**src/verilog/lce_two_fifo.sv**
```systemverilog
/*
  Two-entry valid/ready buffer. Output is valid the cycle after a push.
  yumi_i dequeues the head and must only be raised while v_o is high.
*/
`timescale 1ns/10ps

module lce_two_fifo #(
  parameter int width_p = 8
) (
  input  logic clk_i,
  input  logic reset_i,
  input  logic [width_p-1:0] data_i,
  input  logic v_i,
  output logic ready_o,
  output logic [width_p-1:0] data_o,
  output logic v_o,
  input  logic yumi_i
);

  logic [width_p-1:0] mem_r [2];
  logic rptr_r, wptr_r;
  logic [1:0] count_r;
  logic push, pop;

  assign ready_o = (count_r != 2'd2);
  assign v_o = (count_r != 2'd0);
  assign data_o = mem_r[rptr_r];
  assign push = v_i && ready_o;
  assign pop = yumi_i && v_o;

  always_ff @(posedge clk_i) begin
    if (reset_i) begin
      rptr_r <= 1'b0;
      wptr_r <= 1'b0;
      count_r <= 2'd0;
    end else begin
      if (push) wptr_r <= ~wptr_r;
      if (pop) rptr_r <= ~rptr_r;
      count_r <= count_r + {1'b0, push} - {1'b0, pop};
    end
  end

  always_ff @(posedge clk_i) begin
    if (push) mem_r[wptr_r] <= data_i;
  end

  // consumer must never dequeue an empty buffer
  a_no_pop_empty: assert property (@(posedge clk_i) disable iff (reset_i) yumi_i |-> v_o);

endmodule

```
**config.mk**
```make
export PLATFORM = sky130hd
export DESIGN_NAME = lce_two_fifo
export DESIGN_NICKNAME = d
export VERILOG_FILES = /design/src/verilog/lce_two_fifo.sv
export SDC_FILE = /design/constraint.sdc
export NUM_CORES = 1
export LEC_CHECK = 0
export ABC_AREA = 1
export BUFFER_PORTS_ARGS = -buffer_cell sky130_fd_sc_hd__buf_2
export CAP_MARGIN = 20
export CORE_MARGIN = 2
export CORE_UTILIZATION = 36
export DETAILED_ROUTE_END_ITERATION = 12
export PLACE_DENSITY = 0.55
export RECOVER_POWER = 25
export SETUP_SLACK_MARGIN = 0.2
export SKIP_CTS_REPAIR_TIMING = 1
export SLEW_MARGIN = 20
export SYNTH_ARGS = -nofsm -noshare
export SYNTH_HDL_FRONTEND = slang
export SYNTH_SLANG_ARGS = --single-unit
```
**constraint.sdc**
```tcl
create_clock -name clk_i -period 1.76 [get_ports clk_i]
set_clock_uncertainty 0.1 [all_clocks]
set_input_delay 0.352 -clock clk_i [delete_from_list [all_inputs] [get_ports clk_i]]
set_output_delay 0.352 -clock clk_i [all_outputs]
set_load 0.01 [all_outputs]
```
* After elaboration in Yosys (flattened, before gate mapping)
Memories as Yosys holds them, arrays and structs flattened. A register that Yosys moved wholly into a read port is not among the register bits. Index checks and enable logic that the tools add are counted. W data, S select, Z words.
Operators by class: add/sub/neg operators 2, equality and inequality tests 1, mux-type cells 4, bitwise logic cells 2, reductions and logical operators 3
Operators with widths (count):
- $mux W1 | 4
- $add A2 B1 Y2 | 1
- $logic_and A1 B1 Y1 | 2
- $ne A2 B2 Y1 const B | 1
- $not A1 Y1 | 2
- $reduce_bool A2 Y1 | 1
- $sub A2 B1 Y2 | 1
Storage, ports and cells: register bits 4, RAM bits 16, input bits 12, output and inout bits 10, logic and storage cells 16, memories kept 1
Memory list:
- mem_r | depth 2, bits a word 8, read ports 1, clocked after Yosys merged registers in 1, write ports 1, RTL line 20 | logic [width_p-1:0] mem_r [2];

* Depth between registers and ports, before layout
depth in word-level cells 4, depth in mapped cells 11, mapped depth without buffers 11

* Worst setup path after synthesis
No wires, ideal clock.
kind register -> register, from reg count_r[0], to reg count_r[1], library setup time 0.115 ns, arrival time 1.334 ns, path slack 0.211 ns, cell stages (with the launch flop) 11, path buffers 0, clock period less this slack 1.549 ns, path through dfxtp_1 > inv_1 > nand2_2 > nand2_1 > ha_1 > inv_1 > ha_1 > inv_1 > nand2_1 > a21oi_1 > nor2_1
On the way: longest elaborated chain between the ends 4, elaborated cells between the ends (all ways) 6, classes of those cells 2 x add/sub; 1 x eq/ne; 3 x reduce/logical
RTL lines:
- start: declaration | RTL line 22 | logic [1:0] count_r;
- start signal: assignment | RTL line 39 | count_r <= count_r + {1'b0, push} - {1'b0, pop};
- $ne A2 B2 Y1 | RTL line 25 | assign ready_o = (count_r != 2'd2);
- named net ready_o | RTL line 14 | output logic ready_o,
- $logic_and A1 B1 Y1 | RTL line 28 | assign push = v_i && ready_o;
- $add A2 B1 Y2 | RTL line 39
- $sub A2 B1 Y2 | RTL line 39
The timed path passes the listed nets, and every way through them passes these cells. A chain may end at the register's enable or synchronous reset.

==> summary.txt <==
Detailed routing
  • Via count: 528
  • Starting DRT DRC Count: 2
  • Remaining DRCs: 0
  • ANT nets after route: 0
  • Drt via density: 4.47
  • Drt total wl: 1.37 mm
  • Average wire per standard cell: 11.6 um
  • Pre-antenna DRT Iters: 3

Critical path
  • CP max stage cell: dfxtp_2
  • Arr. time, crit path: 1.23 ns
  • Crit path required time: 1.31 ns
  • Kind of end point of the critical path: output port
  • Setup Crit Path Kind: reg -> out
  • CP bufs+invs: 2
  • Critical path fanouts, max: 8
  • Delay-heaviest family, CP: flip-flops
  • Critical Path, Cell by Cell: buf_8, mux2_4, buf_6
  • CP startpoint kind: flip-flop
  • CP peak stage delay: 0.35 ns

CTS
  • CTS root buffer: clkbuf_4
  • CTS buffer count: 3
  • H-tree levels: 1
  • TritonCTS clock tree: built
  • CTS Sinks: 21
  • Clock latency on the worst-skew pair: 0.30 ns
  • Clk buf depth: 2
  • Clk slew on worst S/H paths: 0.12 ns

Timing
  • Pins Over Slew Limit: 0
  • Worst slew pin tran: 0.344 ns
  • Max-slew headroom: 0.770
  • Fin crit share: 0.953
  • Fmax: 596 MHz
  • Hold Vio Cnt, Final: 0
  • RSZ-0062 raised after global routing: true
  • Final worst setup slack: 0.0826 ns
  • Fin crit period: 1.68 ns
  • Final number of setup-violating endpoints: 0
  • Setup TNS Final: 0 ns

Layout
  • Nets: 105
  • Post-Route Utilization: 0.526
  • Fill cells: 204
  • Finished Layout Cells: 118
  • Share of post-route cells with drive strength above 1: 0.611
  • ANT cells: 0
  • Area grow syn2layout: 35.3%

GRT
  • GRT Total Usage: 0.107
  • Largest net degree at the start of global routing: 13
  • Met3 GRT Util: 0.0339
  • Vias in the first global route: 465
  • First-pass GRT wire length: 2.04 mm
  • Met2 Use GR: 0.156
  • Initial antenna violation count: 0
  • M1 GR Usage: 0.137
  • Remaining global-route overflow: 0
  • Global route hottest layer: met2

Yosys
  • Syn Std Cell Area: 876 um2
  • Area contributors post-synth: edfxtp_1 (55%), mux2_4 (14%), dfxtp_1 (11%), inv_1 (3.4%), nor2_1 (3.0%)
  • Synth Net Count: 76
  • FF+latch count, synth: 21
  • Top cell type's share of synthesized area: 0.549
  • Distinct cells, synth: 14
  • Yosys warns: 0
  • Register area share after synthesis: 0.663
  • Post-synth top area cell: edfxtp_1
  • Syn Area/Cell: 14.1 um2
  • Post-Syn Instances: 62

Pwr
  • Leakage: 0.500 nW
  • Internal power: 1.12 mW
  • Combinational share of power: 0.436
  • Share of power burned in registers: 0.428
  • Psw: 544 uW
  • Maximum vdd drop: 0.830 mV
  • Pwr dens: 1410 nW/um2
  • Sw Ratio: 0.327
  • Clock share of power: 0.136

Placement
  • Pre-CTS setup slack: 0.140 ns
  • DPL Wire Length: 906 um
  • Placed cells: 112
  • Final GP Congestion: 0.620
  • PortBufs: 21

Floorplanning
  • Starting Density: 0.388
  • I/O Pins: 22
  • Die Wd: 53.3 um
  • Die area: 2840 um2
  • Core Region: 2250 um2
  • Die Ht: 53.3 um
  • Cell Rows: 17

Job
  • Max-Cap Viols: 0

Run status
  • Status: complete, no violations

Min path
  • Worst Hold Class: in -> reg
[cell usage in the layout (no fill, tap or decap), types with 3 or more instances in the layout]
cell and count:
edfxtp_1 16, nand2_2 3, nand2_1 3, buf_4 3, mux2_4 8, buf_2 13, clkbuf_4 3, buf_6 8
nor2_1 7, inv_1 5
[through the flow]
step           instance area (um2)  hold WS [ns]  power, mW
2_1_floorplan                  876         0.323       1.06
3_3_place_gp                  1020         0.386       1.20
3_5_place_dp                  1020         0.391       1.21
4_1_cts                       1050        0.0873       1.44
5_1_grt                       1180        0.0669       1.80
6_report                      1180        0.0910       1.67
[flip-flops by register name (all words and copies together) (netlist names), named ones only]
name / cells
mem_r: 16
count_r: 2
wptr_r: 1
rptr_r: 1
[power by group through the flow]
stage,clock network [mW],registers (mW),logic (mW)
2_1_floorplan,0,0.683,0.377
6_report,0.227,0.713,0.728
3_5_place_dp,0,0.692,0.515
5_1_grt,0.269,0.722,0.804
3_3_place_gp,0,0.689,0.512
4_1_cts,0.241,0.681,0.516
[cells in the mapped netlist]
master / instances
a21oi_1: 2
nor2_4: 1
nor2_2: 1
nor2_1: 7
edfxtp_1: 16
dfxtp_1: 5
nand2_1: 6
nand3_1: 2
ha_1: 2
inv_1: 8
buf_6: 1
nand3_2: 1
mux2_4: 8
nand2_2: 2
[cells by family (layout without fill, tap and decap cells)]
logic type               after synthesis  after routing  synth area share
adder cells (fa/ha/maj)                2              2            0.0286
flip-flops                            21             21             0.663
buffers and inverters                  9             37            0.0471
AND/OR/NAND/NOR                       20             20             0.113
multiplexers                           8              8             0.137
AO/OA/AOI/OAI                          2              2            0.0114
[path summary, 6_finish.rpt]
check	slack [ns]	endpoint	start	cells past startpoint
setup / recovery	0.08	data_o[4]	flip-flop	3
hold / removal	0.09	count_r[0]$_SDFF_PP0_	reset_i	2
setup reg to reg	0.27	count_r[1]$_SDFF_PP0_	count_r[0]$_SDFF_PP0_	10
hold reg to reg	0.43	rptr_r$_SDFFE_PP0P_	rptr_r$_SDFFE_PP0P_	2
[area by class of cell]
class | count | area (um2) | share of cell area
flip-flops and latches | 21 | 587 | 0.495
multi-input cells | 32 | 310 | 0.262
repair buffers | 25 | 193 | 0.163
clock buffers | 3 | 22.5 | 0.0190
well taps | 28 | 35.0 | 0.0296
clock inverters | 1 | 5.00 | 0.00422
inverters | 8 | 32.5 | 0.0275
[routing by layer]
layer / vias to the layer above / routed length (um)
li1: 264 / -
met1: 249 / 573
met2: 13 / 716
met3: 2 / 66
met4: 0 / 13
met5: - / 0
Power figures use the tool's default switching activity.
