--- config.mk ---
export PLATFORM = sky130hd
export DESIGN_NAME = lce_load_align
export DESIGN_NICKNAME = d
export VERILOG_FILES = /design/src/verilog/lce_pkg.sv /design/src/verilog/lce_load_align.sv
export SDC_FILE = /design/constraint.sdc
export NUM_CORES = 1
export LEC_CHECK = 0
export ABC_AREA = 1
export BUFFER_PORTS_ARGS = -buffer_cell sky130_fd_sc_hd__buf_4
export CAP_MARGIN = 10
export CELL_PAD_IN_SITES_DETAIL_PLACEMENT = 1
export CELL_PAD_IN_SITES_GLOBAL_PLACEMENT = 1
export CORE_AREA = 2 2 226 228
export DETAILED_ROUTE_END_ITERATION = 10
export DIE_AREA = 0 0 228 230
export PLACE_DENSITY_LB_ADDON = 0.15
export SETUP_SLACK_MARGIN = 0.4
export SYNTH_ARGS = -nofsm -noshare
export SYNTH_HDL_FRONTEND = slang
export SYNTH_SLANG_ARGS = --single-unit
export TNS_END_PERCENT = 50
--- constraint.sdc ---
create_clock -name vclk -period 2.55
set_input_delay 0.3825 -clock vclk [all_inputs]
set_output_delay 0.3825 -clock vclk [all_outputs]
set_load 0.005 [all_outputs]
--- src/verilog/lce_pkg.sv ---
/*
  Shared geometry, types and message formats for the mock LCE.
  Physical address split is {ptag, index, offset}. Blocks are 64 bytes.
  MESI state I encodes as zero, so a cleared tag entry is invalid.
*/
package lce_pkg;

  localparam int num_sets = 16;
  localparam int num_ways = 4;
  localparam int block_bytes = 64;
  localparam int paddr_bits = 20;
  localparam int dword_bits = 64;
  localparam int offset_bits = 6;
  localparam int index_bits = 4;
  localparam int ptag_bits = 10;
  localparam int way_bits = 2;

  typedef logic [paddr_bits-1:0] paddr_t;
  typedef logic [ptag_bits-1:0] ptag_t;
  typedef logic [index_bits-1:0] index_t;
  typedef logic [way_bits-1:0] way_t;
  typedef logic [dword_bits-1:0] dword_t;
  typedef logic [block_bytes*8-1:0] block_t;
  typedef logic [block_bytes-1:0] byte_mask_t;

  typedef enum logic [1:0] {e_mesi_i, e_mesi_s, e_mesi_e, e_mesi_m} mesi_e;
  typedef enum logic [1:0] {e_size_byte, e_size_half, e_size_word, e_size_double} op_size_e;
  typedef enum logic {e_req_read, e_req_write} req_msg_e;
  typedef enum logic [1:0] {e_cmd_set_tag, e_cmd_set_tag_wakeup, e_cmd_invalidate} cmd_msg_e;
  typedef enum logic {e_resp_coh_ack, e_resp_inv_ack} resp_msg_e;
  typedef enum logic [1:0] {e_idle, e_lookup, e_miss_wait, e_replay} ctrl_state_e;

  typedef struct packed {
    logic store;
    logic is_unsigned;
    op_size_e size;
    paddr_t paddr;
    dword_t data;
  } trace_req_s;

  typedef struct packed {
    dword_t data;
  } trace_resp_s;

  typedef struct packed {
    req_msg_e msg;
    paddr_t paddr;
    way_t victim_way;
    logic victim_dirty;
  } lce_req_s;

  typedef struct packed {
    cmd_msg_e msg;
    paddr_t paddr;
    way_t way;
    mesi_e state;
  } lce_cmd_s;

  typedef struct packed {
    way_t way;
    block_t data;
  } lce_data_cmd_s;

  typedef struct packed {
    resp_msg_e msg;
    paddr_t paddr;
  } lce_resp_s;

  typedef struct packed {
    mesi_e state;
    ptag_t ptag;
  } tag_entry_s;

endpackage
--- src/verilog/lce_load_align.sv ---
/*
  Load data path. Picks the dword, shifts the field down and extends it.
  Accesses are assumed naturally aligned.
*/
`timescale 1ns/10ps

module lce_load_align (
  input  lce_pkg::block_t block_i,
  input  logic [lce_pkg::offset_bits-1:0] offset_i,
  input  lce_pkg::op_size_e size_i,
  input  logic unsigned_i,
  output lce_pkg::dword_t data_o
);

  lce_pkg::dword_t dw, shifted;
  logic [2:0] lane;

  always_comb begin
    dw = block_i[offset_i[lce_pkg::offset_bits-1:3]*lce_pkg::dword_bits +: lce_pkg::dword_bits];
    lane = offset_i[2:0] & ~((3'd1 << size_i) - 3'd1);
    shifted = dw >> {lane, 3'b000};
    case (size_i)
      lce_pkg::e_size_byte: data_o = {{56{~unsigned_i & shifted[7]}}, shifted[7:0]};
      lce_pkg::e_size_half: data_o = {{48{~unsigned_i & shifted[15]}}, shifted[15:0]};
      lce_pkg::e_size_word: data_o = {{32{~unsigned_i & shifted[31]}}, shifted[31:0]};
      default: data_o = shifted;
    endcase
  end

endmodule

* Word-level counts from Yosys, hierarchy flattened
Index checks and enable logic that the tools add are counted.
** Word-level totals
- Word-level logic and storage cells :: 14
- Input port bits :: 521
- Output and inout port bits :: 64
- Register bits :: 0
** Cells by class
- Reduce and logical (&&, ||, !) cells :: 1
- Mux-type cells :: 1
- $add $sub $neg :: 1
- Eq/ne operators :: 2
- Shift-type cells :: 3
- Bitwise gates (word level) :: 6
** Operators with widths (number)
- $shiftx 512x10->64 :: 1
- $pmux 64 s3 :: 1
- $shr 64x6->64 :: 1
- $and 1x1->1 :: 3
- $and 3x3->3 :: 1
- $not 3->3 :: 1
- $shl 1x2->3 const A :: 1
- $sub 3x1->3 const B :: 1
- $eq 2x1->1 const B :: 1
- $eq 2x2->1 const B :: 1
- $logic_not 2->1 :: 1
- $not 1->1 :: 1

* Longest topological paths before layout
- Depth after elaboration :: 7
- Mapped depth :: 16
- Mapped depth without buffers :: 14

* Least setup slack after synthesis
OpenSTA, ideal clock, no wires.
- Path kind :: in2out
- Start point :: input offset_i[5] (netlist name)
- End point :: output data_o[24]
- Stages :: 11
- Arrival :: 1.746 ns
- Slack :: 0.421 ns
- Buffers on the path :: 3
- Data required time :: 2.168 ns
- Cell sequence :: buf_2 > clkbuf_1 > clkbuf_1 > nand2_1 > nand2_1 > nand2_1 > nand3_1 > nand2_1 > o21ai_1 > nand2_1 > nand2_1
** Between the ends
- Word-level cells in the longest chain between the ends :: 4
- Elaborated cells between the ends (all ways) :: 5
- Those cells by class :: shift (2); mux (1); bitwise (2)
** Ends and longest elaborated chain
- start: declaration :: line lce_load_align.sv:9 : input logic [lce_pkg::offset_bits-1:0] offset_i,
- $shiftx 512x10->64 * :: line lce_load_align.sv:19 : dw = block_i[offset_i[lce_pkg::offset_bits-1:3]*lce_pkg::dword_bits +: lce_pkg::dword_bits];
- $shr 64x6->64 * :: line lce_load_align.sv:21 : shifted = dw >> {lane, 3'b000};
- $and 1x1->1 (on tied branches) :: line lce_load_align.sv:24, lce_load_align.sv:23
- $pmux 64 s3 * :: line lce_load_align.sv:22 : case (size_i)
- end: declaration :: line lce_load_align.sv:12 : output lce_pkg::dword_t data_o
Every way passes the cells marked *; elsewhere a longest branch is shown, timed or not.

* Final worst setup path
- Start point :: input offset_i[3] (netlist name)
- End point :: output data_o[18]
The elaborated chain is that of the path after synthesis.

==> summary.txt <==
Floorplanning
  • Height of the chip: 230 µm
  • Initial core utilization: 14.2%
  • Core Box Area: 0.0499 mm²
  • I/O pin count: 585
  • DIE WIDTH: 228 µm
  • Cell Rows: 82
  • Die Outline Area: 0.0524 mm²

Synth
  • Mapped Avg Cell Area: 4.55 µm²
  • Mux contribution to synthesized area: 0.564%
  • Count leader, synth: nand2_1
  • Net count after synthesis: 2081
  • Sequential element share of the synthesized area: 0%
  • Synth top cells by count: nand2_1 (439), nor2_1 (368), o21ai_0 (200)
  • Xor and xnor fraction of the mapped netlist area: 0%
  • Post-synth top area cell: nand2_1
  • Combinational family with the most area after synthesis: simple AND/OR/NAND/NOR gates
  • Top post-synthesis cells by area: nand2_1 (23%), nor2_1 (19%), o21ai_0 (14%), nand3_1 (11%), o21ai_1 (6.6%)
  • Post-synthesis instance area: 0.00710 mm²
  • Number of synthesis warnings: 0
  • Cells after Synth: 1560
  • Count of different cell masters after synthesis: 30
  • Top cell type's share of synthesized area: 23.2%
  • Simple-gate portion of the synthesized area: 57.5%
  • Area fraction in compound gates after synthesis: 27.6%
  • Adder-Cell Fraction of Synth Area: 0%

Place
  • Placed instance count: 2835
  • Sum of net half-perimeters after detailed placement: 52700 µm
  • Instance area at placement: 0.0131 mm²
  • Routability cong.: 0.934
  • Total of buffers placed on input and output ports: 585

Finish
  • Fraction of final layout cells sized beyond drive strength 1: 44.0%
  • Sequential cell area: 0 µm²
  • Post-layout net count: 2723
  • Number of fill cells: 6630
  • Design Area, Final: 0.0146 mm²
  • Finished Layout Cells: 2878
  • Number of clock-tree buffers in the layout: 0
  • Layout overhead on the synthesized area: 105%
  • Number of flip-flops and latches: 0

Critical path
  • Start point of the critical path: offset_i[3]
  • Max incr delay on CP: 0.24 ns
  • Critical Path Sink: data_o[18]
  • Slowest stage cell, crit path: o211ai_1
  • Critical path data required time: 2.17 ns
  • Max FO, Critical Path: 12
  • Critical Path Most Common Cell: buf_16
  • Kind of end point of the critical path: output pin
  • Critical path type: primary input to output pin
  • Category of cells accounting for the largest share of critical-path delay: buffers and inverters
  • Number of buffers and inverters on the critical path: 5
  • Nature of the critical path startpoint: primary input
  • Number of gates on the worst path with buffers counted: 15
  • Cells traversed along the worst timing path: clkbuf_16, buf_16, buf_16, buf_16, nor2_2, nor2_1, o21ai_1, nand2_1, o211ai_1, nand3_1, nand3_2, nand2_2, nand2_2, nand2_1, buf_4
  • Critical Path AT: 2.29 ns

Global routing
  • Global-route wire length before repair: 93000 µm
  • Antenna violations before repair: 6
  • Pin count of the biggest net entering global routing: 60
  • Remaining global-route overflow: 0
  • Global-route usage over all layers: 23.2%
  • Vias in the first global route: 14400

Route
  • Detailed Route Iter0 Violations: 552
  • Final ANT Viol Nets: 0
  • Via Count: 13100
  • Drt first pass iters: 5
  • Aggregate routed wire length: 63900 µm
  • Total DRC errors in the routed layout: 0
  • Routed length per placed instance: 22.2 µm
  • Post-detailed-route via-to-cell ratio: 4.54

STA
  • Number of slew-limit violations in the final report: 0
  • Tightest Pin Transition: 0.427 ns
  • Final hold vios: 0
  • Final critical delay including setup and external delays: 2.68 ns
  • Minimum setup slack in the final design: -0.126 ns
  • Tcrit/Tclk final: 105%
  • Worst Hold Margin: 1.33 ns
  • TNS Setup: -2.66 ns
  • Unrepaired setup endpoints after global routing: true
  • Final setup violating endpoints: 46
  • Fmax: 374 MHz
  • Max_slew headroom: 71.2%

Power and ir drop
  • Maximum vdd ir drop: 0.0575 mV
  • Power density cells: 212 mW/mm²
  • Leakage power figure: 7.42 nW

Hold path
  • Path class of the lowest-slack min-delay path: primary input to output pin

Outcome
  • Result of the run: finished, violations left
  • Violations in the final reports: negative setup slack

CTS
  • Number of buffers inserted for hold repair after clock tree synthesis: 0

Job
  • Total of max-cap violations: 0
-- report_power, final --
part | internal, W | switching, W | leakage [nW] | total, W
Clock | 0.000000000316 | 0 | 0.0000380 | 0.000000000316
Combinational | 0.00152 | 0.00157 | 7.42 | 0.00309
Sequential | 0 | 0 | 0 | 0
-- cell families (layout without fill, tap and decap cells) --
family | after synthesis | in the layout
AOI/OAI and AO/OA | 358 | 358
buffers and inverters | 191 | 831
muxes | 4 | 4
other | 0 | 6
and+or+nand+nor | 1007 | 1007
-- how the worst min path moves through the flow --
stage	start	to	slack (ns)	cells after the start
after floorplan	unsigned_i	data_o[49]	1.00	3
after global placement	block_i[382]	data_o[62]	1.31	6
after detailed placement	block_i[382]	data_o[62]	1.32	6
after CTS	block_i[382]	data_o[62]	1.32	6
after global routing	block_i[382]	data_o[62]	1.39	6
final	block_i[382]	data_o[62]	1.33	6
-- metrics by stage --
stage / setup WS [ns] / power (W) / util (%)
finish: -0.126 / 0.00309 / 29.2
floorplan: 0.421 / 0.00113 / -
CTS: -0.137 / 0.00300 / 28.0
global placement: -0.375 / 0.00278 / 26.3
global route: -0.220 / 0.00338 / 29.2
detailed placement: -0.410 / 0.00280 / 26.3
-- final cells by class --
| cell class | count | area (µm²) | area share (%) |
|---|---|---|---|
| Antenna cell | 6 | 15.0 | 0.103 |
| Tap cell | 672 | 841 | 5.77 |
| Inverter | 52 | 223 | 1.53 |
| Multi-Input combinational cell | 1369 | 6740 | 46.3 |
| Timing Repair Buffer | 778 | 6730 | 46.2 |
| Timing Repair inverter | 1 | 11.3 | 0.0773 |
-- routing by layer --
metal	wire [µm]	track usage, %	part of all wire, %
met5	0	0	0
met1	26200	26.9	41
met3	3290	4.35	5.1
met2	32600	43.1	51
met4	1810	6.35	2.8
-- placed cells by master (no fill, tap or decap), types with 6 or more instances in the layout --
cell and n:
buf_4 703, nand2_1 372, nor2_1 346, o21ai_0 153
o21ai_1 125, nand3_1 116, nand2_2 62, nand3_2 46
inv_1 43, buf_12 34, nand4_1 32, nor2_2 21
buf_6 19, o211ai_1 16, o21ai_2 15, o22ai_1 10
a21oi_1 10, buf_16 10, o211ai_2 7, clkbuf_16 7
diode_2 6
-- repair_timing --
action,4_1_cts,5_1_grt
resized for setup,140,135
pin swaps,14,50
cloned,8,6
setup endpoints to repair,64,64
buffers inserted,16,7
No activity file was read; power rests on OpenSTA's default activity.
