==> config.mk <==
export PLATFORM = sky130hd
export DESIGN_NAME = lce_tag_store
export DESIGN_NICKNAME = d
export VERILOG_FILES = /design/src/verilog/lce_pkg.sv /design/src/verilog/lce_tag_store.sv
export SDC_FILE = /design/constraint.sdc
export NUM_CORES = 2
export LEC_CHECK = 0
export BUFFER_PORTS_ARGS = -buffer_cell sky130_fd_sc_hd__buf_2
export CAP_MARGIN = 20
export CORE_MARGIN = 3
export CORE_UTILIZATION = 46
export CTS_CLUSTER_SIZE = 25
export DETAILED_ROUTE_END_ITERATION = 8
export GPL_ROUTABILITY_DRIVEN = 1
export PLACE_DENSITY = 0.63
export SETUP_SLACK_MARGIN = 0.15
export SLEW_MARGIN = 20
export SYNTH_ARGS = -nofsm -noshare
export SYNTH_HDL_FRONTEND = slang
export SYNTH_SLANG_ARGS = --single-unit
==> constraint.sdc <==
create_clock -name clk_i -period 3.9 [get_ports clk_i]
set_clock_uncertainty 0.2 [all_clocks]
set_input_delay 0.39 -clock clk_i [delete_from_list [all_inputs] [get_ports clk_i]]
set_output_delay 0.39 -clock clk_i [all_outputs]
set_load 0.01 [all_outputs]
==> src/verilog/lce_pkg.sv <==
/*
  Shared geometry, types and message formats for the mock LCE.
  Physical address split is {ptag, index, offset}. Blocks are 64 bytes.
  MESI state I encodes as zero, so a cleared tag entry is invalid.
*/
package lce_pkg;

  localparam int num_sets = 16;
  localparam int num_ways = 4;
  localparam int block_bytes = 64;
  localparam int paddr_bits = 20;
  localparam int dword_bits = 64;
  localparam int offset_bits = 6;
  localparam int index_bits = 4;
  localparam int ptag_bits = 10;
  localparam int way_bits = 2;

  typedef logic [paddr_bits-1:0] paddr_t;
  typedef logic [ptag_bits-1:0] ptag_t;
  typedef logic [index_bits-1:0] index_t;
  typedef logic [way_bits-1:0] way_t;
  typedef logic [dword_bits-1:0] dword_t;
  typedef logic [block_bytes*8-1:0] block_t;
  typedef logic [block_bytes-1:0] byte_mask_t;

  typedef enum logic [1:0] {e_mesi_i, e_mesi_s, e_mesi_e, e_mesi_m} mesi_e;
  typedef enum logic [1:0] {e_size_byte, e_size_half, e_size_word, e_size_double} op_size_e;
  typedef enum logic {e_req_read, e_req_write} req_msg_e;
  typedef enum logic [1:0] {e_cmd_set_tag, e_cmd_set_tag_wakeup, e_cmd_invalidate} cmd_msg_e;
  typedef enum logic {e_resp_coh_ack, e_resp_inv_ack} resp_msg_e;
  typedef enum logic [1:0] {e_idle, e_lookup, e_miss_wait, e_replay} ctrl_state_e;

  typedef struct packed {
    logic store;
    logic is_unsigned;
    op_size_e size;
    paddr_t paddr;
    dword_t data;
  } trace_req_s;

  typedef struct packed {
    dword_t data;
  } trace_resp_s;

  typedef struct packed {
    req_msg_e msg;
    paddr_t paddr;
    way_t victim_way;
    logic victim_dirty;
  } lce_req_s;

  typedef struct packed {
    cmd_msg_e msg;
    paddr_t paddr;
    way_t way;
    mesi_e state;
  } lce_cmd_s;

  typedef struct packed {
    way_t way;
    block_t data;
  } lce_data_cmd_s;

  typedef struct packed {
    resp_msg_e msg;
    paddr_t paddr;
  } lce_resp_s;

  typedef struct packed {
    mesi_e state;
    ptag_t ptag;
  } tag_entry_s;

endpackage
==> src/verilog/lce_tag_store.sv <==
/*
  Tag and MESI state per set and way. Lookup is combinational.
  Reset invalidates every way. A write lands at the next edge.
*/
`timescale 1ns/10ps

module lce_tag_store (
  input  logic clk_i,
  input  logic reset_i,
  input  lce_pkg::index_t index_i,
  input  lce_pkg::ptag_t ptag_i,
  input  lce_pkg::way_t victim_way_i,
  input  logic w_i,
  input  lce_pkg::way_t w_way_i,
  input  lce_pkg::tag_entry_s w_entry_i,
  output logic hit_o,
  output lce_pkg::way_t hit_way_o,
  output lce_pkg::mesi_e hit_state_o,
  output logic victim_dirty_o
);

  lce_pkg::tag_entry_s [lce_pkg::num_sets-1:0][lce_pkg::num_ways-1:0] tags_r;
  lce_pkg::tag_entry_s [lce_pkg::num_ways-1:0] set_rd;
  logic [lce_pkg::num_ways-1:0] hits;

  assign set_rd = tags_r[index_i];

  always_comb begin
    hit_way_o = '0;
    for (int w = 0; w < lce_pkg::num_ways; w++) begin
      hits[w] = (set_rd[w].state != lce_pkg::e_mesi_i) && (set_rd[w].ptag == ptag_i);
      if (hits[w]) hit_way_o = lce_pkg::way_t'(w);
    end
  end

  assign hit_o = |hits;
  assign hit_state_o = set_rd[hit_way_o].state;
  assign victim_dirty_o = (set_rd[victim_way_i].state == lce_pkg::e_mesi_m);

  always_ff @(posedge clk_i) begin
    if (reset_i) begin
      tags_r <= '0;
    end else if (w_i) begin
      tags_r[index_i][w_way_i] <= w_entry_i;
    end
  end

  // fills and invalidates from the coherence side must never alias a tag
  a_one_hit: assert property (@(posedge clk_i) disable iff (reset_i) $onehot0(hits));

endmodule

-- Yosys cells after proc, flatten, opt, wreduce, memory -nomap -nowiden
Index checks and enable logic that the tools add are counted.
- register bits: 768
- input bits: 33
- output and inout port bits: 6
- word-level logic and storage cells: 164
- order comparisons: 6
- eq/ne operators: 5
- mux-type cells: 14
- reduce and logical (&&, ||, !) cells: 11
- operators with widths (cell ; number):
    $bwmux 768 ; 1
    $bmux 48 s4 ; 1
    $demux 48 s4 ; 1
    $mux 48 ; 2
    $bmux 12 s2 ; 2
    $eq 10x10->1 ; 4
    $mux 12 ; 3
    $demux 12 s2 ; 1
    $lt 2x3->1 const B ; 3
    $reduce_bool 2->1 ; 4
    $logic_and 1x1->1 ; 6
    $lt 4x5->1 const B ; 1
    $ge 4x1->1 const B ; 1
    $mux 2 ; 2
    $reduce_or 4->1 ; 1
    $eq 2x2->1 const B ; 1
    $ge 2x1->1 const B ; 1
    $mux 1 ; 1

-- Longest topological paths before layout
- depth after elaboration: 9
- depth in mapped cells: 14
- gate-level depth less buffers: 8

-- Worst setup path before layout
OpenSTA, ideal clock, no wires.
- path type: in2out
- start: in index_i[0]
- end: out hit_o
- arrival: 2.910 ns
- required time: 3.310 ns
- slack: 0.400 ns
- cell stages on the path: 12
- path through: buf_6 > buf_12 > buf_6 > buf_6 > buf_6 > buf_1 > mux4_2 > mux4_2 > xor2_1 > nor4_1 > nand4_1 > nand3b_1
- word-level cells in the longest chain between the ends: 5
- elaborated cells on any way between the ends: 15
- those cells by class: eq/ne (4); mux (2); reduce/logical (9)
- RTL lines (element ; line ; text):
    start: declaration ; lce_tag_store.sv:10 ; input lce_pkg::index_t index_i,
    $bmux 48 s4 * ; lce_tag_store.sv:26 ; assign set_rd = tags_r[index_i];
    $mux 48 (implied by the code) * ; lce_tag_store.sv:26 ;
    $eq 10x10->1 or $reduce_bool 2->1 (tied branches) ; lce_tag_store.sv:31 ; hits[w] = (set_rd[w].state != lce_pkg::e_mesi_i) && (set_rd[w].ptag == ptag_i);
    $logic_and 1x1->1 ; lce_tag_store.sv:31 ;
    $reduce_or 4->1 * ; lce_tag_store.sv:36 ; assign hit_o = |hits;
    end: declaration ; lce_tag_store.sv:16 ; output logic hit_o,
Mark *: on every way between the ends. The rest lies on a longest branch, timed or not. The select of a mux whose other input is x is not followed.

-- Worst setup path after layout
- start: reg tags_r[684] in the netlist's numbering
- end: out hit_state_o[0]
- word-level cells in the longest chain between the ends: 9
- RTL lines (element ; line ; text):
    start: declaration ; lce_tag_store.sv:22 ; lce_pkg::tag_entry_s [lce_pkg::num_sets-1:0][lce_pkg::num_ways-1:0] tags_r;
    start signal: indexed assignment ; lce_tag_store.sv:44 ; tags_r[index_i][w_way_i] <= w_entry_i;
    $bmux 48 s4 ; lce_tag_store.sv:26 ;
    $mux 48 (implied by the code) ; lce_tag_store.sv:26 ;
    $eq 10x10->1 ; lce_tag_store.sv:31 ;
    $logic_and 1x1->1 ; lce_tag_store.sv:31 ;
    $mux 1 ; lce_tag_store.sv:32 ; if (hits[w]) hit_way_o = lce_pkg::way_t'(w);
    $mux 2 (2 in series) ; lce_tag_store.sv:32 ;
    $bmux 12 s2 ; lce_tag_store.sv:37 ; assign hit_state_o = set_rd[hit_way_o].state;
    $mux 12 (implied by the code) ; lce_tag_store.sv:37 ;
    end: declaration ; lce_tag_store.sv:18 ; output lce_pkg::mesi_e hit_state_o,
No other way between the ends. The select of a mux whose other input is x is not followed.

==> results.ini <==
[setup_path]
cp_max_fo = 4
required_ps = 3310
worstPathArrival_ps = 3300
reg2reg_from = tags_r[44]
path_class = reg -> out
r2r_end = tags_r[44]
r2r_setup_slack_ps = 3020
crit_start = tags_r[684]
crit_path_end = hit_state_o[0]
r2r_cells = 2
critPathCaptureType = output pin
critPathLaunchType = flip-flop

[detailed_routing]
via_per_inst = 5.81
ant_nets = 0
first_pass_iters = 5
wirelength_um = 113000
wl_per_cell_um = 22.1
first_iter_violations = 3401
drc_errors = 0
via_count = 29700

[synthesis]
postSynthCellCount = 4142
yosysWarnings = 0
synth-seq-cells = 768
async_reset_ff_frac = 0
synth_ff_type = dfxtp_1
synth_area_mm2 = 0.0340
ys_types = 57
synth_edf_count = 0
yosysSeqAreaShare = 0.452
syn_nets = 4175
synth.avg_cell_area_um2 = 8.21

[clocking]
cts_tree = done
cts_sinks = 768
htree_num_levels = 3
clockBufferDepth = 3
clkTransAtPathRegs_ps = 60
cts_root_buffer = clkbuf_16
cts_buffers = 81
clk-insertion-delay-late_ps = 630

[sta]
max_freq_mhz = 257
slew_headroom = 0.266
min_period_ps = 3890
worst_pin_slew_ps = 1100
worst_slack_ps = 13.4
setup_viol = 0
fin_setup_tns_ps = 0
drv_slew = 0
timing.final.crit_share = 0.997
grt_setup_unrepaired = yes
hold_violations = 0
whs_ps = 6.29

[power]
powerDensity_mw_per_mm2 = 428
ir_worst_vdd_uv = 362
p_leak_nw = 12.7

[floorplan]
dieArea_mm2 = 0.0772
start_util = 0.465
ioPinCount = 39
die_w_um = 278
rows = 99
die_h_um = 278
fp.coreArea_mm2 = 0.0731

[global_routing]
grt_pass1_vias = 27900
grt_max_degree = 119
grt_pass1_wl_um = 173000
antenna_found_initial = 3
globalRoute.totalOverflow = 0
grtUsageTotal = 0.287

[place]
gp_congestion = 0.897
dpl_worst_slack_ps = -238
io_buffers = 38
dp_hpwl_um = 73300

[layout]
syn2layout_area_growth_pct = 12.8
largest_register_ffs = 768
mostFrequentLayoutCell = nand2_1
antennaDiodeCount = 0
final_util = 0.525
fin_nets = 4122
top_regs = tags_r: 768 flops
drive_gt1_frac = 0.139
largest_register = tags_r
layout_common_cells = 1607 x nand2_1, 775 x a21oi_1, 767 x dfxtp_1

[outcome]
outcome = completed

[run]
maxCapViolCount = 0

[worst_hold_path]
hold_path_class = in -> reg

## worst max-delay path, stage by stage, from the launching register on
cell and delay [ps]:
dfxtp_1 310, mux4_2 470, mux2i_2 200, xnor2_1 100, o21ai_2 220, nand4_1 170, a2111oi_4 510, buf_6 210
mux2i_1 80, a211oi_1 220, buf_2 170
## per-stage QoR
step           instance area, um^2  power (mW)  cells
3_3_place_gp                 35600        9.11   4959
5_1_grt                      38300        16.9   5103
3_5_place_dp                 35600        9.12   4959
2_1_floorplan                34000        8.71   4142
4_1_cts                      38300        16.4   5103
6_report                     38300        16.4   5103
## synthesized netlist by cell type, types with 4 or more instances
library cell | number | share of area
nand2_1 | 1607 | 0.18
a21oi_1 | 775 | 0.11
dfxtp_1 | 768 | 0.45
clkbuf_1 | 324 | 0.036
mux4_2 | 165 | 0.11
mux2i_1 | 92 | 0.027
nor2_1 | 85 | 0.0094
nand3_1 | 49 | 0.0072
xnor2_1 | 35 | 0.0090
a22oi_1 | 29 | 0.0064
buf_2 | 24 | 0.0035
buf_1 | 17 | 0.0019
xor2_1 | 16 | 0.0041
buf_4 | 12 | 0.0026
mux4_1 | 12 | 0.0093
buf_6 | 10 | 0.0033
nand4_1 | 9 | 0.0017
nor2b_1 | 8 | 0.0015
nor3_1 | 8 | 0.0012
a211oi_1 | 6 | 0.0013
a22o_1 | 6 | 0.0015
and3_1 | 6 | 0.0011
inv_1 | 6 | 0.00066
a31oi_1 | 5 | 0.00092
o21ai_0 | 5 | 0.00074
and2_1 | 4 | 0.00074
and4_1 | 4 | 0.0010
buf_12 | 4 | 0.0024
## cell type report
type                            count  area (um^2)
Clock buffer                      118         2360
Sequential cell                   768        15400
Clock inverter                     20          160
Inverter                            8         30.0
Fill cell                        6799        34700
Timing Repair Buffer              259         2240
Tap cell                          959         1200
Multi-Input combinational cell   2971        17000
## routing by layer
layer	vias to the layer above	track usage	wire, um
li1	13700	-	-
met1	14400	0.398	47900
met2	1299	0.451	51700
met3	220	0.0538	9780
met4	0	0.0988	3720
met5	-	0	0
## report_power, final
part,leakage (nW),total [mW],internal [mW],switching [mW]
Combinational,5.31,1.09,0.337,0.754
Clock,1.23,7.42,4.20,3.22
Sequential,6.19,7.89,7.88,0.0170
Total,12.7,16.4,12.4,3.99
## worst min-delay path by stage
stage	slack (ps)	cells past startpoint	to	startpoint
floorplan	230	2	tags_r[118]	tags_r[118]
global placement	240	2	tags_r[346]	tags_r[346]
detailed placement	240	2	tags_r[376]	tags_r[376]
CTS	20	3	tags_r[240]	w_entry_i[0]
global route	30	2	tags_r[155]	reset_i
finish	6	2	tags_r[10]	reset_i
## timing repair
item	in CTS	in global routing
endpoints found under the hold margin	0	0
hold buffers	0	0
gates resized for setup	13	17
pin swaps	7	5
endpoints found under the setup margin	5	5
buffers inserted	6	0
## kinds of logic (layout without fill, tap and decap cells)
family | count (synthesis) | after routing | synth area share
buf+inv | 403 | 405 | 0.0519
mux | 271 | 271 | 0.146
flops | 768 | 768 | 0.452
simple gates | 1798 | 1798 | 0.205
xor+xnor | 51 | 51 | 0.0131
compound gates | 851 | 851 | 0.131
Power figures use the tool's default switching activity.
