$ cat src/verilog/lce_pkg.sv
/*
  Shared geometry, types and message formats for the mock LCE.
  Physical address split is {ptag, index, offset}. Blocks are 64 bytes.
  MESI state I encodes as zero, so a cleared tag entry is invalid.
*/
package lce_pkg;

  localparam int num_sets = 16;
  localparam int num_ways = 4;
  localparam int block_bytes = 64;
  localparam int paddr_bits = 20;
  localparam int dword_bits = 64;
  localparam int offset_bits = 6;
  localparam int index_bits = 4;
  localparam int ptag_bits = 10;
  localparam int way_bits = 2;

  typedef logic [paddr_bits-1:0] paddr_t;
  typedef logic [ptag_bits-1:0] ptag_t;
  typedef logic [index_bits-1:0] index_t;
  typedef logic [way_bits-1:0] way_t;
  typedef logic [dword_bits-1:0] dword_t;
  typedef logic [block_bytes*8-1:0] block_t;
  typedef logic [block_bytes-1:0] byte_mask_t;

  typedef enum logic [1:0] {e_mesi_i, e_mesi_s, e_mesi_e, e_mesi_m} mesi_e;
  typedef enum logic [1:0] {e_size_byte, e_size_half, e_size_word, e_size_double} op_size_e;
  typedef enum logic {e_req_read, e_req_write} req_msg_e;
  typedef enum logic [1:0] {e_cmd_set_tag, e_cmd_set_tag_wakeup, e_cmd_invalidate} cmd_msg_e;
  typedef enum logic {e_resp_coh_ack, e_resp_inv_ack} resp_msg_e;
  typedef enum logic [1:0] {e_idle, e_lookup, e_miss_wait, e_replay} ctrl_state_e;

  typedef struct packed {
    logic store;
    logic is_unsigned;
    op_size_e size;
    paddr_t paddr;
    dword_t data;
  } trace_req_s;

  typedef struct packed {
    dword_t data;
  } trace_resp_s;

  typedef struct packed {
    req_msg_e msg;
    paddr_t paddr;
    way_t victim_way;
    logic victim_dirty;
  } lce_req_s;

  typedef struct packed {
    cmd_msg_e msg;
    paddr_t paddr;
    way_t way;
    mesi_e state;
  } lce_cmd_s;

  typedef struct packed {
    way_t way;
    block_t data;
  } lce_data_cmd_s;

  typedef struct packed {
    resp_msg_e msg;
    paddr_t paddr;
  } lce_resp_s;

  typedef struct packed {
    mesi_e state;
    ptag_t ptag;
  } tag_entry_s;

endpackage
$ cat src/verilog/lce_ctrl.sv
/*
  Controller FSM. One trace access at a time; a miss is always replayed to a hit.
  Invalidates are taken only in idle. Tag writes from the coherence side are applied
  when their ack is accepted. The victim pointer advances after each set_tag fill.
*/
`timescale 1ns/10ps

module lce_ctrl (
  input  logic clk_i,
  input  logic reset_i,
  input  lce_pkg::trace_req_s trace_req_i,
  input  logic trace_req_v_i,
  output logic trace_req_ready_o,
  output lce_pkg::trace_resp_s trace_resp_o,
  output logic trace_resp_v_o,
  input  logic trace_resp_ready_i,
  output lce_pkg::lce_req_s lce_req_o,
  output logic lce_req_v_o,
  input  logic lce_req_ready_i,
  output lce_pkg::lce_resp_s lce_resp_o,
  output logic lce_resp_v_o,
  input  logic lce_resp_ready_i,
  input  lce_pkg::lce_cmd_s cmd_i,
  input  logic cmd_v_i,
  output logic cmd_yumi_o,
  input  lce_pkg::lce_data_cmd_s dcmd_i,
  input  logic dcmd_v_i,
  output logic dcmd_yumi_o,
  output lce_pkg::index_t tag_index_o,
  output lce_pkg::ptag_t tag_ptag_o,
  output lce_pkg::way_t victim_way_o,
  output logic tag_w_o,
  output lce_pkg::way_t tag_w_way_o,
  output lce_pkg::tag_entry_s tag_w_entry_o,
  input  logic hit_i,
  input  lce_pkg::way_t hit_way_i,
  input  lce_pkg::mesi_e hit_state_i,
  input  logic victim_dirty_i,
  output lce_pkg::index_t data_index_o,
  output lce_pkg::way_t data_way_o,
  output logic fill_o,
  output lce_pkg::block_t fill_data_o,
  output logic store_o,
  output lce_pkg::trace_req_s cur_req_o,
  input  lce_pkg::dword_t load_dword_i
);

  lce_pkg::ctrl_state_e state_r;
  lce_pkg::trace_req_s req_r;
  lce_pkg::lce_cmd_s cmd_r;
  lce_pkg::lce_resp_s ack_r;
  lce_pkg::way_t victim_r, dway_r;
  logic tag_recv_r, data_recv_r, ack_v_r;
  logic in_lookup, writable, acc_hit;
  logic trace_go, resp_go, req_go, ack_go, ack_set;

  assign in_lookup = (state_r == lce_pkg::e_lookup) || (state_r == lce_pkg::e_replay);
  assign writable = hit_state_i inside {lce_pkg::e_mesi_e, lce_pkg::e_mesi_m};
  assign acc_hit = hit_i && (!req_r.store || writable);

  assign trace_req_ready_o = (state_r == lce_pkg::e_idle) && !ack_v_r && !cmd_v_i && !dcmd_v_i;
  assign trace_resp_v_o = in_lookup && acc_hit;
  assign trace_resp_o = req_r.store ? '0 : load_dword_i;

  // a hit that is not writable is a store to S, upgraded in place
  assign lce_req_v_o = in_lookup && !acc_hit;
  assign lce_req_o = '{
    msg: req_r.store ? lce_pkg::e_req_write : lce_pkg::e_req_read,
    paddr: req_r.paddr,
    victim_way: hit_i ? hit_way_i : victim_r,
    victim_dirty: hit_i ? 1'b0 : victim_dirty_i
  };

  assign lce_resp_v_o = ack_v_r;
  assign lce_resp_o = ack_r;

  assign trace_go = trace_req_v_i && trace_req_ready_o;
  assign resp_go = trace_resp_v_o && trace_resp_ready_i;
  assign req_go = lce_req_v_o && lce_req_ready_i;
  assign ack_go = ack_v_r && lce_resp_ready_i;

  always_comb begin
    cmd_yumi_o = 1'b0;
    dcmd_yumi_o = 1'b0;
    if (!ack_v_r && cmd_v_i) begin
      if (state_r == lce_pkg::e_idle) begin
        cmd_yumi_o = (cmd_i.msg == lce_pkg::e_cmd_invalidate);
      end else if (state_r == lce_pkg::e_miss_wait) begin
        cmd_yumi_o = (cmd_i.msg == lce_pkg::e_cmd_set_tag_wakeup)
                  || (cmd_i.msg == lce_pkg::e_cmd_set_tag && !tag_recv_r);
      end
    end
    if (state_r == lce_pkg::e_miss_wait && !ack_v_r && !cmd_yumi_o && dcmd_v_i && !data_recv_r) begin
      dcmd_yumi_o = 1'b1;
    end
  end

  // fill ack waits for the second half of the tag/data pair
  assign ack_set = (cmd_yumi_o && (cmd_i.msg != lce_pkg::e_cmd_set_tag || data_recv_r))
                || (dcmd_yumi_o && tag_recv_r);

  assign tag_index_o = ack_v_r ? cmd_r.paddr[lce_pkg::offset_bits +: lce_pkg::index_bits]
                               : req_r.paddr[lce_pkg::offset_bits +: lce_pkg::index_bits];
  assign tag_ptag_o = req_r.paddr[lce_pkg::paddr_bits-1 -: lce_pkg::ptag_bits];
  assign victim_way_o = victim_r;
  assign tag_w_o = ack_go || (store_o && hit_state_i == lce_pkg::e_mesi_e);

  always_comb begin
    if (ack_v_r) begin
      tag_w_way_o = cmd_r.way;
      tag_w_entry_o.ptag = cmd_r.paddr[lce_pkg::paddr_bits-1 -: lce_pkg::ptag_bits];
      tag_w_entry_o.state = (cmd_r.msg == lce_pkg::e_cmd_invalidate) ? lce_pkg::e_mesi_i
                                                                       : cmd_r.state;
    end else begin
      // E to M upgrade on a store hit
      tag_w_way_o = hit_way_i;
      tag_w_entry_o.ptag = tag_ptag_o;
      tag_w_entry_o.state = lce_pkg::e_mesi_m;
    end
  end

  assign data_index_o = req_r.paddr[lce_pkg::offset_bits +: lce_pkg::index_bits];
  assign data_way_o = dcmd_yumi_o ? dcmd_i.way : hit_way_i;
  assign fill_o = dcmd_yumi_o;
  assign fill_data_o = dcmd_i.data;
  assign store_o = resp_go && req_r.store;
  assign cur_req_o = req_r;

  always_ff @(posedge clk_i) begin
    if (reset_i) begin
      state_r <= lce_pkg::e_idle;
      victim_r <= '0;
      tag_recv_r <= 1'b0;
      data_recv_r <= 1'b0;
      ack_v_r <= 1'b0;
    end else begin
      case (state_r)
        lce_pkg::e_idle: if (trace_go) state_r <= lce_pkg::e_lookup;
        lce_pkg::e_lookup, lce_pkg::e_replay: begin
          if (resp_go) state_r <= lce_pkg::e_idle;
          else if (req_go) state_r <= lce_pkg::e_miss_wait;
        end
        lce_pkg::e_miss_wait: if (ack_go) state_r <= lce_pkg::e_replay;
        default: state_r <= lce_pkg::e_idle;
      endcase
      if (req_go) begin
        tag_recv_r <= 1'b0;
        data_recv_r <= 1'b0;
      end
      if (cmd_yumi_o && cmd_i.msg == lce_pkg::e_cmd_set_tag) tag_recv_r <= 1'b1;
      if (dcmd_yumi_o) data_recv_r <= 1'b1;
      if (ack_set) ack_v_r <= 1'b1;
      else if (ack_go) ack_v_r <= 1'b0;
      if (ack_go && cmd_r.msg == lce_pkg::e_cmd_set_tag) victim_r <= victim_r + 1'b1;
    end
  end

  always_ff @(posedge clk_i) begin
    if (trace_go) req_r <= trace_req_i;
    if (cmd_yumi_o) cmd_r <= cmd_i;
    if (dcmd_yumi_o) dway_r <= dcmd_i.way;
    if (ack_set) begin
      ack_r.msg <= (cmd_yumi_o && cmd_i.msg == lce_pkg::e_cmd_invalidate)
                 ? lce_pkg::e_resp_inv_ack : lce_pkg::e_resp_coh_ack;
      ack_r.paddr <= cmd_yumi_o ? cmd_i.paddr : req_r.paddr;
    end
  end

  // fill data must land in the way named by its set_tag
  a_fill_way: assert property (@(posedge clk_i) disable iff (reset_i)
    (ack_v_r && cmd_r.msg == lce_pkg::e_cmd_set_tag) |-> (dway_r == cmd_r.way));

endmodule

$ cat config.mk
export PLATFORM = sky130hd
export DESIGN_NAME = lce_ctrl
export DESIGN_NICKNAME = d
export VERILOG_FILES = /design/src/verilog/lce_pkg.sv /design/src/verilog/lce_ctrl.sv
export SDC_FILE = /design/constraint.sdc
export NUM_CORES = 1
export LEC_CHECK = 0
export BUFFER_PORTS_ARGS = -buffer_cell sky130_fd_sc_hd__buf_4
export CAP_MARGIN = 20
export CORE_AREA = 2 2 566 568
export CTS_BUF_LIST = sky130_fd_sc_hd__clkbuf_8
export CTS_CLUSTER_DIAMETER = 30
export DETAILED_ROUTE_END_ITERATION = 10
export DIE_AREA = 0 0 568 570
export SETUP_SLACK_MARGIN = 0.2
export SKIP_CTS_REPAIR_TIMING = 1
export SYNTH_ARGS = -nofsm -noshare
export SYNTH_HDL_FRONTEND = slang
export SYNTH_SLANG_ARGS = --single-unit
$ cat constraint.sdc
create_clock -name clk_i -period 3.9 [get_ports clk_i]
set_clock_uncertainty 0.1 [all_clocks]
set_input_delay 0.39 -clock clk_i [delete_from_list [all_inputs] [get_ports clk_i]]
set_output_delay 0.39 -clock clk_i [all_outputs]
set_load 0.02 [all_outputs]
[Word-level counts from Yosys, hierarchy flattened]
Index checks and enable logic that the tools add are counted.
Operators by class
  add/subtract/negate cells: 1
  eq/ne operators: 11
  multiplexer cells: 25
  reductions and logical operators: 47
Operator list (number)
  $mux W64: 1
  $logic_and A1 B1 Y1: 23
  $mux W20: 1
  $mux W2: 8
  $eq A2 B2 Y1 const B: 6
  $mux W1: 12
  $mux W12: 1
  $reduce_bool A2 Y1: 5
  $logic_not A1 Y1: 8
  $logic_not A2 Y1: 3
  $logic_or A1 B1 Y1: 6
  $pmux W2 S3: 1
  $eq A2 B1 Y1 const B: 2
  $mux W4: 1
  $ne A2 B2 Y1 const B: 2
  $ne A3 B3 Y1 const B: 1
  $reduce_and A3 Y1: 1
  $add A2 B1 Y2 const B: 1
  $reduce_or A2 Y1: 1
Word-level totals
  flip-flop bits (word level): 142
  input port bits: 706
  output and inout bits: 754
  logic and storage cells: 100

[Depth between registers and ports, before layout]
  word-level depth: 14
  depth in mapped cells: 5
  mapped depth without buffers: 4

[Worst setup path after synthesis]
OpenSTA, ideal clock, no wires.
  path kind: reg-to-reg
  start point: register ack_v_r (netlist: lce_resp_v_o)
  end point: register req_r (netlist bit cur_req_o[0]) (enable)
  library setup time: 0.441 ns
  data arrival time: 2.976 ns
  required time: 3.359 ns
  slack: 0.382 ns
  stages on the path, launching flop included: 5
  path buffers: 0
  period minus slack after synthesis: 3.518 ns
  cell sequence: dfxtp_1 nor2_2 nor4b_2 nand2_1 inv_1
Between the ends
  word-level cells in the longest chain between the ends: 5
Ends and longest elaborated chain
  start: declaration: line lce_ctrl.sv:53  | logic tag_recv_r, data_recv_r, ack_v_r;
  start signal: assignment: line lce_ctrl.sv:135  | ack_v_r <= 1'b0;
  start signal: assignment: line lce_ctrl.sv:152  | if (ack_set) ack_v_r <= 1'b1;
  start signal: assignment: line lce_ctrl.sv:153  | else if (ack_go) ack_v_r <= 1'b0;
  $logic_not A1 Y1: line lce_ctrl.sv:61  | assign trace_req_ready_o = (state_r == lce_pkg::e_idle) && !ack_v_r && !cmd_v_i && !dcmd_v_i;
  $logic_and A1 B1 Y1 (3 in a row): line lce_ctrl.sv:61
  via trace_req_ready_o: line lce_ctrl.sv:13  | output logic trace_req_ready_o,
  $logic_and A1 B1 Y1: line lce_ctrl.sv:77  | assign trace_go = trace_req_v_i && trace_req_ready_o;
  via trace_go: line lce_ctrl.sv:55  | logic trace_go, resp_go, req_go, ack_go, ack_set;
  end signal: assignment: line lce_ctrl.sv:159  | if (trace_go) req_r <= trace_req_i;
  end: declaration: line lce_ctrl.sv:49  | lce_pkg::trace_req_s req_r;
The timed path passes the listed nets, and every way through them passes these cells.
A chain may end at the register's enable or synchronous reset.

[Worst setup path after layout]
  start point: input cmd_i[24] (netlist bit)
  end point: output data_way_o[1]
Between the ends
  word-level cells in the longest chain between the ends: 12
  elaborated cells on any way between the ends: 14
  those cells by class: eq/ne: 2; mux: 5; reduce/logical: 7
Ends and longest elaborated chain
  start: declaration: line lce_ctrl.sv:23  | input lce_pkg::lce_cmd_s cmd_i,
  $logic_not A2 Y1: line lce_ctrl.sv:90  | || (cmd_i.msg == lce_pkg::e_cmd_set_tag && !tag_recv_r);
  $logic_and A1 B1 Y1: line lce_ctrl.sv:90
  $logic_or A1 B1 Y1: line lce_ctrl.sv:90
  $mux W1: line lce_ctrl.sv:88  | end else if (state_r == lce_pkg::e_miss_wait) begin
  $mux W1 (*): line lce_ctrl.sv:86  | if (state_r == lce_pkg::e_idle) begin
  $mux W1 (*): line lce_ctrl.sv:85  | if (!ack_v_r && cmd_v_i) begin
  $logic_not A1 Y1 (*): line lce_ctrl.sv:93  | if (state_r == lce_pkg::e_miss_wait && !ack_v_r && !cmd_yumi_o && dcmd_v_i && !data_recv_r) begin
  $logic_and A1 B1 Y1 (*) (3 in a row): line lce_ctrl.sv:93
  $mux W1 (*): line lce_ctrl.sv:93
  $mux W2 (*): line lce_ctrl.sv:123  | assign data_way_o = dcmd_yumi_o ? dcmd_i.way : hit_way_i;
  end: declaration: line lce_ctrl.sv:40  | output lce_pkg::way_t data_way_o,
Mark *: on every way between the ends. The rest lies on a longest branch, timed or not.

==> metrics.txt <==
status=finished clean; worst hold path type=primary input to flip-flop; Tcrit/Tclk final=between 70 and 80%; r2r startpoint=state_r[0]$_SDFFE_PP0P_; placed inst area=0.01394 mm^2; TritonCTS clock tree=yes; FF+latch count, synth=~140; Total Wirelength=~220,000 um; Max Cap Violations=0; R2R Setup Slk=around 1.5 ns; GPL Wtd Cong=~0.83; routed wire length per instance=roughly 44 um; vias in the first global route=about 6,200; Synth top cells by count=buf_4, edfxtp_1, nor2b_1; cell taking the most area after synthesis=buf_4; register area share after synthesis=between 40% and 50%; prevailing post-synth register cell=edfxtp_1; CP endpoint kind=output port; # clock sinks=136; Vias per Instance=roughly 1.4; 1st-iter DRT viols=approximately 430; met3 Usage GRT=between 20 and 30%; Sum Neg Setup Slack=0 ns; final setup margin=~1.0 ns; fin util=4.905%; Tmin final=between 2 and 3 ns; actual slew at the worst max-slew pin=1.105 ns; fill cell count=between 30,000 and 40,000; share of layout cells above drive strength 1=58.37%; WHS Path Cells=2; unrepaired setup endpoints after global routing=false; critical path's slowest cell=dlygate4sd3_1; ANT nets after route=0; Synth warnings=0; R2R depth=5; Avg Inst Size Synth=11.02 um^2; CTS max path bufs=3; IO Count=around 1,500; Buffers on Ports=about 440; pin count of the biggest net entering global routing=37; critical-path maximum fanout=7; Rows=207; CP peak stage delay=between 0.6 and 0.7 ns; f_max=350.2 MHz; Final #Nets=around 1,600; mapped cell area=0.009468 mm^2; hold_sp=cmd_i[5]; top cell type's share of synthesized area=about 43%; Syn Nets=around 1,600; Power Dens Cells=roughly 260 mW/mm^2; asr flop ratio synth=0%; DRC=0; Synth Instances=between 800 and 900; unique cell type count in the Yosys netlist=33; wire length of the first global-routing pass=240,300 um; Final Setup Violations=0; core area=approximately 0.32 mm^2; crit-path cells=dlygate4sd3_1 > buf_4 > nand2b_1 > a211oi_2 > buf_6 > mux2_1 > buf_4; Final Cell Area=~0.016 mm^2; Die ar.=~0.32 mm^2; Setup WS pre-CTS=between 1 and 1.5 ns; gr busiest metal=met3; Peak VDD IR=about 0.00016 V; H-tree lvl count=4; Worst Hold End=lce_resp_o[1]$_DFFE_PP_; Worst EP required=3.41 ns; CP Launch Type=primary input; via count of the routed design=about 7,000; clock-pin slew on the worst setup and hold paths=roughly 0.08 ns; Crit Path Class=primary input to output port; Synth area leaders=buf_4, edfxtp_1, nor2b_1, mux2_4, mux2_2; initial antenna violation count=between 100 and 150; Crit Reg-Reg Endpoint=cur_req_o[11]$_DFFE_PP_; detailed-placement wirelength estimate=214,900 um; M2 GR Usage=roughly a fifth; number of synthesized flops with an enable pin=between 100 and 150; Leakage=0.004661 uW; Starting Density=under 10%; area growth from synthesis to layout=64.36%; die height=approximately 570 um; max_slew headroom=26.33%; Pins Over Slew Limit=0; total grt overflow=0; CTS buffer count=25; most frequent cell after synthesis=buf_4; Final Power=about 4000 uW; Die X=568 um; worst skew pair latency=between 0.6 and 0.7 ns; root buf cell=clkbuf_8; Critical Path AT=between 2 and 2.5 ns; DR pass1 iterations=4; Tot GR Track Use=13.37%; final hold vios=0; GRT met1 Usage=under 10%; most frequent CP cell=buf_4
[critical path, delay by kind of cell]
family / cells / cell delay [ns]
compound gates: 1 / 0.26
buf+inv: 4 / 1.19
simple gates: 1 / 0.15
mux: 1 / 0.35
[power breakdown]
group	switching (uW)	total, uW	internal, uW
Clock	793	1520	722
Combinational	421	778	357
Sequential	48.9	1700	1650
Total	1260	3990	2730
[worst max path at each step]
| stage | endpoint | slack, ns | from |
|---|---|---|---|
| floorplan | cur_req_o[0]$_DFFE_PP_ | 0.38 | lce_resp_v_o$_SDFFE_PP0P_ |
| global placement | data_way_o[0] | 1.11 | cmd_v_i |
| detailed placement | cur_req_o[25]$_DFFE_PP_ | 1.48 | state_r[0]$_SDFFE_PP0P_ |
| CTS | tag_w_entry_o[4] | 0.77 | cur_req_o[78]$_DFFE_PP_ |
| global route | tag_w_entry_o[4] | 0.90 | cur_req_o[78]$_DFFE_PP_ |
| finish | data_way_o[1] | 1.04 | cmd_i[24] |
[metrics by stage]
step           std cells  hold slack [ns]
3_3_place_gp        4927           0.3794
2_1_floorplan        859           0.3553
3_5_place_dp        4929           0.3915
5_1_grt             5082         0.009141
4_1_cts             4962          -0.2932
6_report            5096          0.05066
[logic make-up (layout without fill, tap and decap cells)]
logic type | after synthesis | after routing | synth area share (%)
xor+xnor | 2 | 2 | 0.1850
mux | 41 | 41 | 5.590
other cells | 0 | 20 | 0
flops | 136 | 136 | 42.39
simple gates | 100 | 100 | 6.370
compound gates | 14 | 14 | 1.136
buf+inv | 566 | 603 | 44.32
[cell type report]
cell class | instances | area, um^2 | area share (%)
multi-input cells | 157 | 1267 | 8.145
well taps | 4180 | 5230 | 33.61
clock buffers | 25 | 344.1 | 2.211
flip-flops and latches | 136 | 4015 | 25.80
diodes | 20 | 50.05 | 0.3216
inverters | 7 | 31.28 | 0.2010
repair buffers | 563 | 4536 | 29.15
clock inverters | 8 | 87.58 | 0.5628
[metal layers]
| layer | vias up | routed length (um) |
|---|---|---|
| met1 | 2740 | 28160 |
| met5 | - | 577 |
| met2 | 1371 | 88950 |
| li1 | 2329 | - |
| met4 | 92 | 10180 |
| met3 | 435 | 97070 |
[registers in the layout, indices dropped and copies added, names as in the netlist, named ones only]
register and cells:
cmd_r 20, cur_req_o 88, data_recv_r 1, lce_resp_o 21, lce_resp_v_o 1, state_r 1
tag_recv_r 1, victim_way_o 2
[cell usage in the layout (no fill, tap or decap), types with 2 or more instances in the layout]
master,Yosys,final
dlygate4sd3_1,0,114
buf_4,548,446
edfxtp_1,129,129
mux2_1,5,5
mux2_4,18,18
nand2_1,9,8
bufinv_16,0,2
inv_1,6,9
clkbuf_8,0,25
nor2b_1,68,68
mux2_2,18,18
a31oi_1,2,2
nor2_1,8,8
o211ai_1,2,2
nand2b_1,7,7
dfxtp_1,7,6
diode_2,0,20
a21oi_1,4,4
Power figures use the tool's default switching activity.
